==> src/include/core_settings.svh <==
`ifndef CORE_SETTINGS_SVH
`define CORE_SETTINGS_SVH

// Address of the first instruction fetched after reset
`define CORE_RESET_PC 32'h0000_1000

// RV32E architectural register count
`define CORE_REG_COUNT 16

// Testbench program store depth in words
`define CORE_IMEM_WORDS 256

`endif
==> src/source/core_pkg.sv <==
`default_nettype none

package core_pkg;

	typedef logic [31:0] word_t;
	typedef logic [31:0] inst_t;
	typedef logic [3:0]  reg_addr_t;

	typedef enum logic [3:0] {
		alu_add,
		alu_sub,
		alu_sll,
		alu_slt,
		alu_sltu,
		alu_xor,
		alu_srl,
		alu_sra,
		alu_or,
		alu_and,
		alu_pass_b // LUI
	} alu_op_t;

	typedef enum logic [3:0] {
		br_none,
		br_beq,
		br_bne,
		br_blt,
		br_bge,
		br_bltu,
		br_bgeu,
		br_jal,
		br_jalr
	} branch_op_t;

	typedef enum logic {
		opa_reg,
		opa_pc
	} operand_a_sel_t;

	typedef enum logic [1:0] {
		st_fetch_issue,
		st_fetch_wait,
		st_decode,
		st_execute
	} core_state_t;

endpackage

`default_nettype wire

==> src/source/core_top.sv <==
`timescale 1ns/1ps
`default_nettype none

module core_top import core_pkg::*; (
	input  wire            clock,
	input  wire            arst_n,
	output wire            fetch_req,
	output wire word_t     fetch_addr,
	input  wire            fetch_valid,
	input  wire inst_t     fetch_inst,
	output wire            retire_valid,
	output wire word_t     retire_pc,
	output wire inst_t     retire_inst,
	output wire reg_addr_t retire_rd,
	output wire            retire_wen,
	output wire word_t     retire_data,
	output wire word_t     retire_next_pc,
	output wire            retire_illegal
);

	wire             inst_valid;
	wire inst_t      inst;
	wire word_t      inst_pc;
	wire reg_addr_t  rs1;
	wire reg_addr_t  rs2;
	wire word_t      rs1_data;
	wire word_t      rs2_data;
	wire             dec_valid;
	wire word_t      dec_pc;
	wire inst_t      dec_inst;
	wire reg_addr_t  dec_rd;
	wire             dec_wen;
	wire             dec_illegal;
	wire alu_op_t    dec_alu_op;
	wire branch_op_t dec_branch_op;
	wire word_t      dec_a;
	wire word_t      dec_b;
	wire word_t      dec_src2;
	wire word_t      dec_imm;

	fetch_unit u_fetch (
		.clock          (clock),
		.arst_n         (arst_n),
		.fetch_req      (fetch_req),
		.fetch_addr     (fetch_addr),
		.fetch_valid    (fetch_valid),
		.fetch_inst     (fetch_inst),
		.retire_valid   (retire_valid),
		.retire_next_pc (retire_next_pc),
		.inst_valid     (inst_valid),
		.inst           (inst),
		.inst_pc        (inst_pc)
	);

	decode_unit u_decode (
		.clock         (clock),
		.arst_n        (arst_n),
		.inst_valid    (inst_valid),
		.inst          (inst),
		.inst_pc       (inst_pc),
		.rs1           (rs1),
		.rs2           (rs2),
		.rs1_data      (rs1_data),
		.rs2_data      (rs2_data),
		.dec_valid     (dec_valid),
		.dec_pc        (dec_pc),
		.dec_inst      (dec_inst),
		.dec_rd        (dec_rd),
		.dec_wen       (dec_wen),
		.dec_illegal   (dec_illegal),
		.dec_alu_op    (dec_alu_op),
		.dec_branch_op (dec_branch_op),
		.dec_a         (dec_a),
		.dec_b         (dec_b),
		.dec_src2      (dec_src2),
		.dec_imm       (dec_imm)
	);

	execute_unit u_execute (
		.clock          (clock),
		.arst_n         (arst_n),
		.dec_valid      (dec_valid),
		.dec_pc         (dec_pc),
		.dec_inst       (dec_inst),
		.dec_rd         (dec_rd),
		.dec_wen        (dec_wen),
		.dec_illegal    (dec_illegal),
		.dec_alu_op     (dec_alu_op),
		.dec_branch_op  (dec_branch_op),
		.dec_a          (dec_a),
		.dec_b          (dec_b),
		.dec_src2       (dec_src2),
		.dec_imm        (dec_imm),
		.retire_valid   (retire_valid),
		.retire_pc      (retire_pc),
		.retire_inst    (retire_inst),
		.retire_rd      (retire_rd),
		.retire_wen     (retire_wen),
		.retire_data    (retire_data),
		.retire_next_pc (retire_next_pc),
		.retire_illegal (retire_illegal)
	);

	// retire_wen is already qualified by retire_valid
	register_file u_regs (
		.clock    (clock),
		.arst_n   (arst_n),
		.rs1      (rs1),
		.rs2      (rs2),
		.rs1_data (rs1_data),
		.rs2_data (rs2_data),
		.wen      (retire_wen),
		.rd       (retire_rd),
		.wdata    (retire_data)
	);

endmodule

`default_nettype wire

==> src/source/register_file.sv <==
`timescale 1ns/1ps
`default_nettype none

`include "core_settings.svh"

module register_file import core_pkg::*; (
	input  wire            clock,
	input  wire            arst_n,
	input  wire reg_addr_t rs1,
	input  wire reg_addr_t rs2,
	output word_t          rs1_data,
	output word_t          rs2_data,
	input  wire            wen,
	input  wire reg_addr_t rd,
	input  wire word_t     wdata
);

	word_t regs [`CORE_REG_COUNT];

	always_ff @(posedge clock or negedge arst_n) begin
		if (!arst_n) begin
			for (int i = 0; i < `CORE_REG_COUNT; i++) begin
				regs[i] <= '0;
			end
		end else if (wen && rd != '0) begin
			regs[rd] <= wdata;
		end
	end

	assign rs1_data = (rs1 == '0) ? '0 : regs[rs1]; // x0 is hardwired
	assign rs2_data = (rs2 == '0) ? '0 : regs[rs2];

endmodule

`default_nettype wire

==> src/source/execute_unit.sv <==
`timescale 1ns/1ps
`default_nettype none

module execute_unit import core_pkg::*; (
	input  wire             clock,
	input  wire             arst_n,
	input  wire             dec_valid,
	input  wire word_t      dec_pc,
	input  wire inst_t      dec_inst,
	input  wire reg_addr_t  dec_rd,
	input  wire             dec_wen,
	input  wire             dec_illegal,
	input  wire alu_op_t    dec_alu_op,
	input  wire branch_op_t dec_branch_op,
	input  wire word_t      dec_a,
	input  wire word_t      dec_b,
	input  wire word_t      dec_src2,
	input  wire word_t      dec_imm,
	output logic            retire_valid,
	output word_t           retire_pc,
	output inst_t           retire_inst,
	output reg_addr_t       retire_rd,
	output logic            retire_wen,
	output word_t           retire_data,
	output word_t           retire_next_pc,
	output logic            retire_illegal
);

	word_t      alu_result;
	word_t      link_pc;
	word_t      next_pc;
	word_t      wb_data;
	logic [4:0] shamt;
	logic       taken;
	logic       is_jump;

	assign shamt   = dec_b[4:0];
	assign link_pc = dec_pc + 32'd4;
	assign is_jump = (dec_branch_op == br_jal) || (dec_branch_op == br_jalr);

	always_comb begin
		case (dec_alu_op)
			alu_add:    alu_result = dec_a + dec_b;
			alu_sub:    alu_result = dec_a - dec_b;
			alu_sll:    alu_result = dec_a << shamt;
			alu_slt:    alu_result = {31'b0, $signed(dec_a) < $signed(dec_b)};
			alu_sltu:   alu_result = {31'b0, dec_a < dec_b};
			alu_xor:    alu_result = dec_a ^ dec_b;
			alu_srl:    alu_result = dec_a >> shamt;
			alu_sra:    alu_result = word_t'($signed(dec_a) >>> shamt);
			alu_or:     alu_result = dec_a | dec_b;
			alu_and:    alu_result = dec_a & dec_b;
			alu_pass_b: alu_result = dec_b;
			default:    alu_result = '0;
		endcase
	end

	// dec_a holds the rs1 value for branches and JALR
	always_comb begin
		case (dec_branch_op)
			br_beq:  taken = (dec_a == dec_src2);
			br_bne:  taken = (dec_a != dec_src2);
			br_blt:  taken = ($signed(dec_a) < $signed(dec_src2));
			br_bge:  taken = ($signed(dec_a) >= $signed(dec_src2));
			br_bltu: taken = (dec_a < dec_src2);
			br_bgeu: taken = (dec_a >= dec_src2);
			br_jal:  taken = 1'b1;
			br_jalr: taken = 1'b1;
			default: taken = 1'b0;
		endcase
	end

	always_comb begin
		if (dec_illegal) begin
			next_pc = link_pc;
		end else if (dec_branch_op == br_jalr) begin
			next_pc = (dec_a + dec_imm) & ~32'd1;
		end else if (taken) begin
			next_pc = dec_pc + dec_imm;
		end else begin
			next_pc = link_pc;
		end
	end

	assign wb_data = dec_illegal ? '0 : (is_jump ? link_pc : alu_result);

	always_ff @(posedge clock or negedge arst_n) begin
		if (!arst_n) begin
			retire_valid <= 1'b0;
			retire_wen   <= 1'b0;
		end else begin
			retire_valid <= dec_valid;
			retire_wen   <= dec_valid && dec_wen; // Doubles as the register write strobe
		end
	end

	always_ff @(posedge clock) begin
		if (dec_valid) begin
			retire_pc      <= dec_pc;
			retire_inst    <= dec_inst;
			retire_rd      <= dec_rd;
			retire_data    <= wb_data;
			retire_next_pc <= next_pc;
			retire_illegal <= dec_illegal;
		end
	end

endmodule

`default_nettype wire

==> src/source/decode_unit.sv <==
`timescale 1ns/1ps
`default_nettype none

module decode_unit import core_pkg::*; (
	input  wire        clock,
	input  wire        arst_n,
	input  wire        inst_valid,
	input  wire inst_t inst,
	input  wire word_t inst_pc,
	output reg_addr_t  rs1,
	output reg_addr_t  rs2,
	input  wire word_t rs1_data,
	input  wire word_t rs2_data,
	output logic       dec_valid,
	output word_t      dec_pc,
	output inst_t      dec_inst,
	output reg_addr_t  dec_rd,
	output logic       dec_wen,
	output logic       dec_illegal,
	output alu_op_t    dec_alu_op,
	output branch_op_t dec_branch_op,
	output word_t      dec_a,
	output word_t      dec_b,
	output word_t      dec_src2,
	output word_t      dec_imm
);

	logic [6:0]     opcode;
	logic [2:0]     funct3;
	logic [6:0]     funct7;
	logic [4:0]     rd_field;
	logic [4:0]     rs1_field;
	logic [4:0]     rs2_field;
	word_t          imm_i;
	word_t          imm_u;
	word_t          imm_b;
	word_t          imm_j;
	operand_a_sel_t a_sel;
	alu_op_t        alu_op;
	branch_op_t     branch_op;
	word_t          b_operand;
	word_t          imm;
	logic           bad_op;
	logic           uses_rd;
	logic           uses_rs1;
	logic           uses_rs2;
	logic           illegal;

	function automatic alu_op_t arith_op(input logic [2:0] f3, input logic alt);
		case (f3)
			3'b000:  return alt ? alu_sub : alu_add;
			3'b001:  return alu_sll;
			3'b010:  return alu_slt;
			3'b011:  return alu_sltu;
			3'b100:  return alu_xor;
			3'b101:  return alt ? alu_sra : alu_srl;
			3'b110:  return alu_or;
			default: return alu_and;
		endcase
	endfunction

	assign opcode    = inst[6:0];
	assign rd_field  = inst[11:7];
	assign funct3    = inst[14:12];
	assign rs1_field = inst[19:15];
	assign rs2_field = inst[24:20];
	assign funct7    = inst[31:25];

	assign imm_i = {{20{inst[31]}}, inst[31:20]};
	assign imm_u = {inst[31:12], 12'b0};
	assign imm_b = {{19{inst[31]}}, inst[31], inst[7], inst[30:25], inst[11:8], 1'b0};
	assign imm_j = {{11{inst[31]}}, inst[31], inst[19:12], inst[20], inst[30:21], 1'b0};

	assign rs1 = rs1_field[3:0];
	assign rs2 = rs2_field[3:0];

	always_comb begin
		a_sel     = opa_reg;
		alu_op    = alu_add;
		branch_op = br_none;
		b_operand = rs2_data;
		imm       = imm_i;
		bad_op    = 1'b0;
		uses_rd   = 1'b0;
		uses_rs1  = 1'b0;
		uses_rs2  = 1'b0;
		case (opcode)
			7'b0110111: begin // LUI
				alu_op    = alu_pass_b;
				b_operand = imm_u;
				uses_rd   = 1'b1;
			end
			7'b0010111: begin // AUIPC
				a_sel     = opa_pc;
				b_operand = imm_u;
				uses_rd   = 1'b1;
			end
			7'b1101111: begin // JAL
				branch_op = br_jal;
				imm       = imm_j;
				uses_rd   = 1'b1;
			end
			7'b1100111: begin // JALR
				branch_op = br_jalr;
				uses_rd   = 1'b1;
				uses_rs1  = 1'b1;
				bad_op    = (funct3 != 3'b000);
			end
			7'b1100011: begin
				imm      = imm_b;
				uses_rs1 = 1'b1;
				uses_rs2 = 1'b1;
				case (funct3)
					3'b000:  branch_op = br_beq;
					3'b001:  branch_op = br_bne;
					3'b100:  branch_op = br_blt;
					3'b101:  branch_op = br_bge;
					3'b110:  branch_op = br_bltu;
					3'b111:  branch_op = br_bgeu;
					default: bad_op = 1'b1;
				endcase
			end
			7'b0010011: begin // OP-IMM, shift amount sits in imm_i[4:0]
				alu_op    = arith_op(funct3, funct3 == 3'b101 && funct7[5]);
				b_operand = imm_i;
				uses_rd   = 1'b1;
				uses_rs1  = 1'b1;
				bad_op    = (funct3 == 3'b001 && funct7 != 7'b0000000) ||
				            (funct3 == 3'b101 && funct7 != 7'b0000000 &&
				             funct7 != 7'b0100000);
			end
			7'b0110011: begin
				alu_op   = arith_op(funct3, funct7[5]);
				uses_rd  = 1'b1;
				uses_rs1 = 1'b1;
				uses_rs2 = 1'b1;
				bad_op   = !(funct7 == 7'b0000000 || (funct7 == 7'b0100000 &&
				             (funct3 == 3'b000 || funct3 == 3'b101)));
			end
			default: bad_op = 1'b1;
		endcase
	end

	// Only the register fields an instruction really uses can make it illegal
	assign illegal = bad_op || (uses_rd && rd_field[4]) || (uses_rs1 && rs1_field[4]) ||
	                 (uses_rs2 && rs2_field[4]);

	always_ff @(posedge clock or negedge arst_n) begin
		if (!arst_n) begin
			dec_valid <= 1'b0;
		end else begin
			dec_valid <= inst_valid;
		end
	end

	always_ff @(posedge clock) begin
		if (inst_valid) begin
			dec_pc        <= inst_pc;
			dec_inst      <= inst;
			dec_rd        <= rd_field[3:0];
			dec_wen       <= uses_rd && !illegal && rd_field != 5'd0;
			dec_illegal   <= illegal;
			dec_alu_op    <= alu_op;
			dec_branch_op <= branch_op;
			dec_a         <= (a_sel == opa_pc) ? inst_pc : rs1_data;
			dec_b         <= b_operand;
			dec_src2      <= rs2_data;
			dec_imm       <= imm;
		end
	end

endmodule

`default_nettype wire

==> src/source/fetch_unit.sv <==
`timescale 1ns/1ps
`default_nettype none

`include "core_settings.svh"

module fetch_unit import core_pkg::*; (
	input  wire        clock,
	input  wire        arst_n,
	output logic       fetch_req,
	output word_t      fetch_addr,
	input  wire        fetch_valid,
	input  wire inst_t fetch_inst,
	input  wire        retire_valid,
	input  wire word_t retire_next_pc,
	output logic       inst_valid,
	output inst_t      inst,
	output word_t      inst_pc
);

	core_state_t state;
	word_t       pc;

	assign fetch_addr = pc;
	assign inst_pc    = pc;

	always_ff @(posedge clock or negedge arst_n) begin
		if (!arst_n) begin
			state      <= st_fetch_issue;
			pc         <= `CORE_RESET_PC;
			fetch_req  <= 1'b0;
			inst_valid <= 1'b0;
		end else begin
			fetch_req  <= 1'b0; // Both are single-cycle strobes
			inst_valid <= 1'b0;
			case (state)
				st_fetch_issue: begin
					fetch_req <= 1'b1;
					state     <= st_fetch_wait;
				end
				st_fetch_wait: begin
					if (fetch_valid) begin
						inst_valid <= 1'b1;
						state      <= st_decode;
					end
				end
				st_decode: begin
					state <= st_execute;
				end
				st_execute: begin
					// Next address is only known once the instruction retires
					if (retire_valid) begin
						pc        <= retire_next_pc;
						fetch_req <= 1'b1;
						state     <= st_fetch_wait;
					end
				end
				default: state <= st_fetch_issue;
			endcase
		end
	end

	always_ff @(posedge clock) begin
		if (state == st_fetch_wait && fetch_valid) begin
			inst <= fetch_inst;
		end
	end

endmodule

`default_nettype wire

==> config.mk <==
export PLATFORM = sky130hd
export DESIGN_NAME = core_top
export DESIGN_NICKNAME = d
export VERILOG_FILES = /design/src/source/core_pkg.sv /design/src/source/core_top.sv /design/src/source/register_file.sv /design/src/source/execute_unit.sv /design/src/source/decode_unit.sv /design/src/source/fetch_unit.sv
export VERILOG_INCLUDE_DIRS = /design/src /design/src/include
export SDC_FILE = /design/constraint.sdc
export NUM_CORES = 2
export LEC_CHECK = 0
export ABC_CLOCK_PERIOD_IN_PS = 5600
export BUFFER_PORTS_ARGS = -buffer_cell sky130_fd_sc_hd__buf_4
export CORE_ASPECT_RATIO = 1.2
export CORE_MARGIN = 2
export CORE_UTILIZATION = 40
export CTS_CLUSTER_SIZE = 20
export DETAILED_ROUTE_END_ITERATION = 16
export PLACE_DENSITY = 0.58
export SETUP_SLACK_MARGIN = 0.1
export SLEW_MARGIN = 20
export SYNTH_ARGS = -nofsm -noshare
export SYNTH_HDL_FRONTEND = slang
export SYNTH_HIERARCHICAL = 1
export SYNTH_SLANG_ARGS = --single-unit
==> constraint.sdc <==
create_clock -name clock -period 5.6 [get_ports clock]
set_input_delay 0.28 -clock clock [delete_from_list [all_inputs] [get_ports clock]]
set_output_delay 0.28 -clock clock [all_outputs]
set_load 0.005 [all_outputs]
==> flow_metrics.env <==
export IMPL_clk_insertion_delay_late_ns=0.74
export IMPL_cp_slowest_cell="nor4_1"
export IMPL_worstSetupEndpointType="flip-flop"
export IMPL_critPathMaxFanout=14
export IMPL_synth_sequential_area_ratio_pct=43.8
export IMPL_grt_start_max_net_pins=156
export IMPL_floorplan_core_area_um2=133000
export IMPL_floorplan_die_area_um2=137000
export IMPL_drt_wirelength_per_cell_um=33.1
export IMPL_gr_usage_all_layers_pct=30.8
export IMPL_cts_tree="yes"
export IMPL_slew_headroom_pct=18.7
export IMPL_antenna_found_initial=20
export IMPL_cts_repair_resize_count=0
export IMPL_syn_mean_instance_area_um2=11.8
export IMPL_layout_commonest_cell="mux2_2"
export IMPL_first_pass_grt_wire_length_um=305000
export IMPL_finish_net_count=4846
export IMPL_dpl_cell_count=6272
export IMPL_finalSetupViolCount=0
export IMPL_finalHoldViolations=0
export IMPL_tritoncts_num_buffers=93
export IMPL_path_buf_inv=0
export IMPL_gp_routability_congestion=1.01
export IMPL_skew_final_ns=0.0344
export IMPL_critical_path_max_stage_delay_ns=0.88
export IMPL_ctsLongestPathBuffers=3
export IMPL_timing_max_transition_violations_final=0
export IMPL_firstDrtPassIters=6
export IMPL_post_synth_inst_count=4524
export IMPL_worstPathRequired_ns=6.15
export IMPL_count_of_fill_cells_added_during_filler_insertion=12200
export IMPL_layout_drive_gt1_share_pct=28.8
export IMPL_timing_worst_slew_pin_value_ns=1.22
export IMPL_syn_to_final_growth_pct=12.5
export IMPL_worstPathCellList="ha_1, nand4_1, nor4_1, and3_1, nor4b_1, a21oi_1, a31oi_4, o21ai_2, a211oi_1, a221oi_1"
export IMPL_initial_utilization_pct=40.2
export IMPL_clock_sink_count=869
export IMPL_detail_route_wirelength_um=215000
export IMPL_grt_most_used_layer="met2"
export IMPL_detailedRoute_firstIterationViolations=4769
export IMPL_die_x_um=338
export IMPL_ir_worst_vdd_mv=0.269
export IMPL_hold_path_class="in2async"
export IMPL_p_leak_nw=25.3
export IMPL_outcome="finished, final reports clean"
export IMPL_root_buffer_master="clkbuf_16"
export IMPL_row_count=147
export IMPL_drt_vias_per_instance=6.41
export IMPL_p_total_w=0.0282
export IMPL_number_of_flops_mapped_to_enable_cells_by_yosys=349
export IMPL_synthesis_yosys_warnings=6
export IMPL_worst_setup_hold_path_clk_slew_ns=0.08
export IMPL_buffer_ports_inserted=202
export IMPL_asyncSetResetFlopFracSynth_pct=59.8
export IMPL_cts_htree_levels=3
export IMPL_netlist_area_um2=53600
export IMPL_number_of_drc_violations_after_detailed_routing=0
export IMPL_power_density_nw_per_um2=468
export IMPL_startpoint="u_decode/dec_a[29]$_DFFE_PP_"
export IMPL_vias_in_the_first_global_route=40900
export IMPL_final_cell_count_no_fill=6488
export IMPL_synth_ff_latch_count=869
export IMPL_cts_setup_buffers=0
export IMPL_grt_met3_usage_pct=5.88
export IMPL_synthesis_nets=4757
export IMPL_shortest_clock_period_the_worst_path_allows_after_layout_ns=4.61
export IMPL_mostFrequentLayoutCells="567 x mux2_2, 517 x dfrtp_1, 349 x edfxtp_1"
export IMPL_fin_tns_setup_ns=0
export IMPL_path_delay_family="compound AO/OA/AOI/OAI gates"
export IMPL_terminus_of_the_critical_flop_to_flop_path="u_execute/retire_next_pc[28]$_DFFE_PP_"
export IMPL_r2r_slack_ns=0.99
export IMPL_rsz0062_at_grt="no"
export IMPL_multiInputGateArea_um2=27700
export IMPL_drtAntennaViolNets=0
export IMPL_post_synth_num_cell_types=109
export IMPL_ys_dominant_reg_cell="dfrtp_1"
export IMPL_sequential_cell_area_um2=23500
export IMPL_vias=41600
export IMPL_number_of_top_level_pins=203
export IMPL_worstRegToRegCells=10
export IMPL_arrival_ns=5.17
export IMPL_reg2reg_from="u_decode/dec_a[29]$_DFFE_PP_"
export IMPL_fmaxAchievable_mhz=217
export IMPL_hpwlAfterDp_um=150000
export IMPL_crit_type="reg2reg"
export IMPL_overflow_after_grt=0
export IMPL_max_cap_violations=0
export IMPL_startpoint_type="flip-flop"
export IMPL_use_met2_pct=50.8
export IMPL_timing_final_crit_share_pct=82.4
export IMPL_floorplan_die_height_um=405
export IMPL_grt_use_met1_pct=37.5
[kinds of logic after synthesis]
logic type,count (synthesis),share of synthesized area (%)
AOI/OAI and AO/OA,1035,13.6
muxes,945,24.2
DFF,869,43.8
and+or+nand+nor,849,7.55
buffers and inverters,541,4.74
adders and majority gates,198,4.68
xor gates and xnor gates,87,1.42
[per-stage QoR]
step / setup slack [ns] / cell area, um^2 / hold slack, ns / utilization (%)
global route: 0.957 / 60200 / 0.166 / 45.2
finish: 0.988 / 60300 / 0.0980 / 45.2
detailed placement: 1.12 / 56800 / 0.305 / 42.6
floorplan: 1.02 / 53600 / -0.0156 / -
global placement: 1.16 / 56800 / 0.305 / 42.6
CTS: 1.08 / 60200 / 0.104 / 45.2
[state kept, by name (all words and copies together), names as in the netlist, 14 cells and up]
name and flops:
u_decode/dec_b 32, u_fetch/inst 32, u_decode/dec_a 32, u_execute/retire_inst 32, u_execute/retire_data 32, u_fetch/fetch_addr 32, u_decode/dec_pc 32, u_decode/dec_src2 32
u_execute/retire_next_pc 32, u_regs/regs 481, u_decode/dec_inst 32, u_decode/dec_imm 14, u_execute/retire_pc 32
[cell type report]
| cell class | count | area share [%] |
|---|---|---|
| well taps | 1788 | 3.71 |
| clock inverters | 56 | 1.06 |
| clock buffers | 119 | 4.17 |
| repair buffers | 383 | 5.11 |
| inverters | 152 | 0.947 |
| multi-input cells | 3114 | 46.0 |
| flip-flops and latches | 869 | 39.0 |
| diodes | 7 | 0.0291 |
[worst max-delay path by stage]
stage	to	slack, ns	depth (start not counted)
6_report	u_execute/retire_next_pc[28]$_DFFE_PP_	0.99	10
4_1_cts	u_execute/retire_next_pc[28]$_DFFE_PP_	1.08	10
3_3_place_gp	u_execute/retire_next_pc[23]$_DFFE_PP_	1.16	9
3_5_place_dp	u_execute/retire_next_pc[28]$_DFFE_PP_	1.12	10
5_1_grt	u_execute/retire_next_pc[28]$_DFFE_PP_	0.96	10
2_1_floorplan	u_decode/dec_a[0]$_DFFE_PP_	1.02	0
[worst register-to-register path: cells and delay by family, from the launching register on]
| family | cells | cell delay, ns |
|---|---|---|
| flops | 1 | 0.60 |
| simple gates | 4 | 1.47 |
| fa+ha+maj | 1 | 0.40 |
| compound gates | 5 | 1.97 |
[power by group]
group          leakage [nW]  total [W]  internal [W]  switching [W]
registers              10.3     0.0108       0.00865        0.00211
clock network          1.53    0.00650       0.00363        0.00286
logic                  13.5     0.0109       0.00472        0.00621
[cell usage after synthesis, types with 46 or more instances]
cell / number / area (um^2)
mux2_2: 567 / 6380
dfrtp_1: 519 / 13000
edfxtp_1: 349 / 10500
nor2_1: 304 / 1140
a21oi_1: 235 / 1180
mux4_2: 217 / 4890
ha_1: 194 / 2430
clkbuf_1: 177 / 664
nand2_1: 172 / 646
inv_1: 148 / 556
o21ai_0: 134 / 671
mux2i_1: 105 / 1050
buf_2: 97 / 485
nor3_1: 82 / 410
buf_4: 81 / 608
o22ai_1: 74 / 463
a221o_1: 67 / 671
nor2b_1: 66 / 413
a21o_1: 60 / 450
a22oi_1: 60 / 450
a221oi_1: 58 / 508
mux2_1: 56 / 631
nand3_1: 51 / 255
xnor2_1: 46 / 403
[metal layers]
metal	vias to the layer above	wire length, um
met5	-	66
met4	10	14500
met3	594	16500
met2	2126	102000
met1	21400	81600
li1	17400	-
[repair_timing]
action                                  4_1_cts  5_1_grt
endpoints found under the setup margin        0        0
hold buffers                                 34        0
endpoints found under the hold margin       105        0
(Power assumes the default switching activity.)
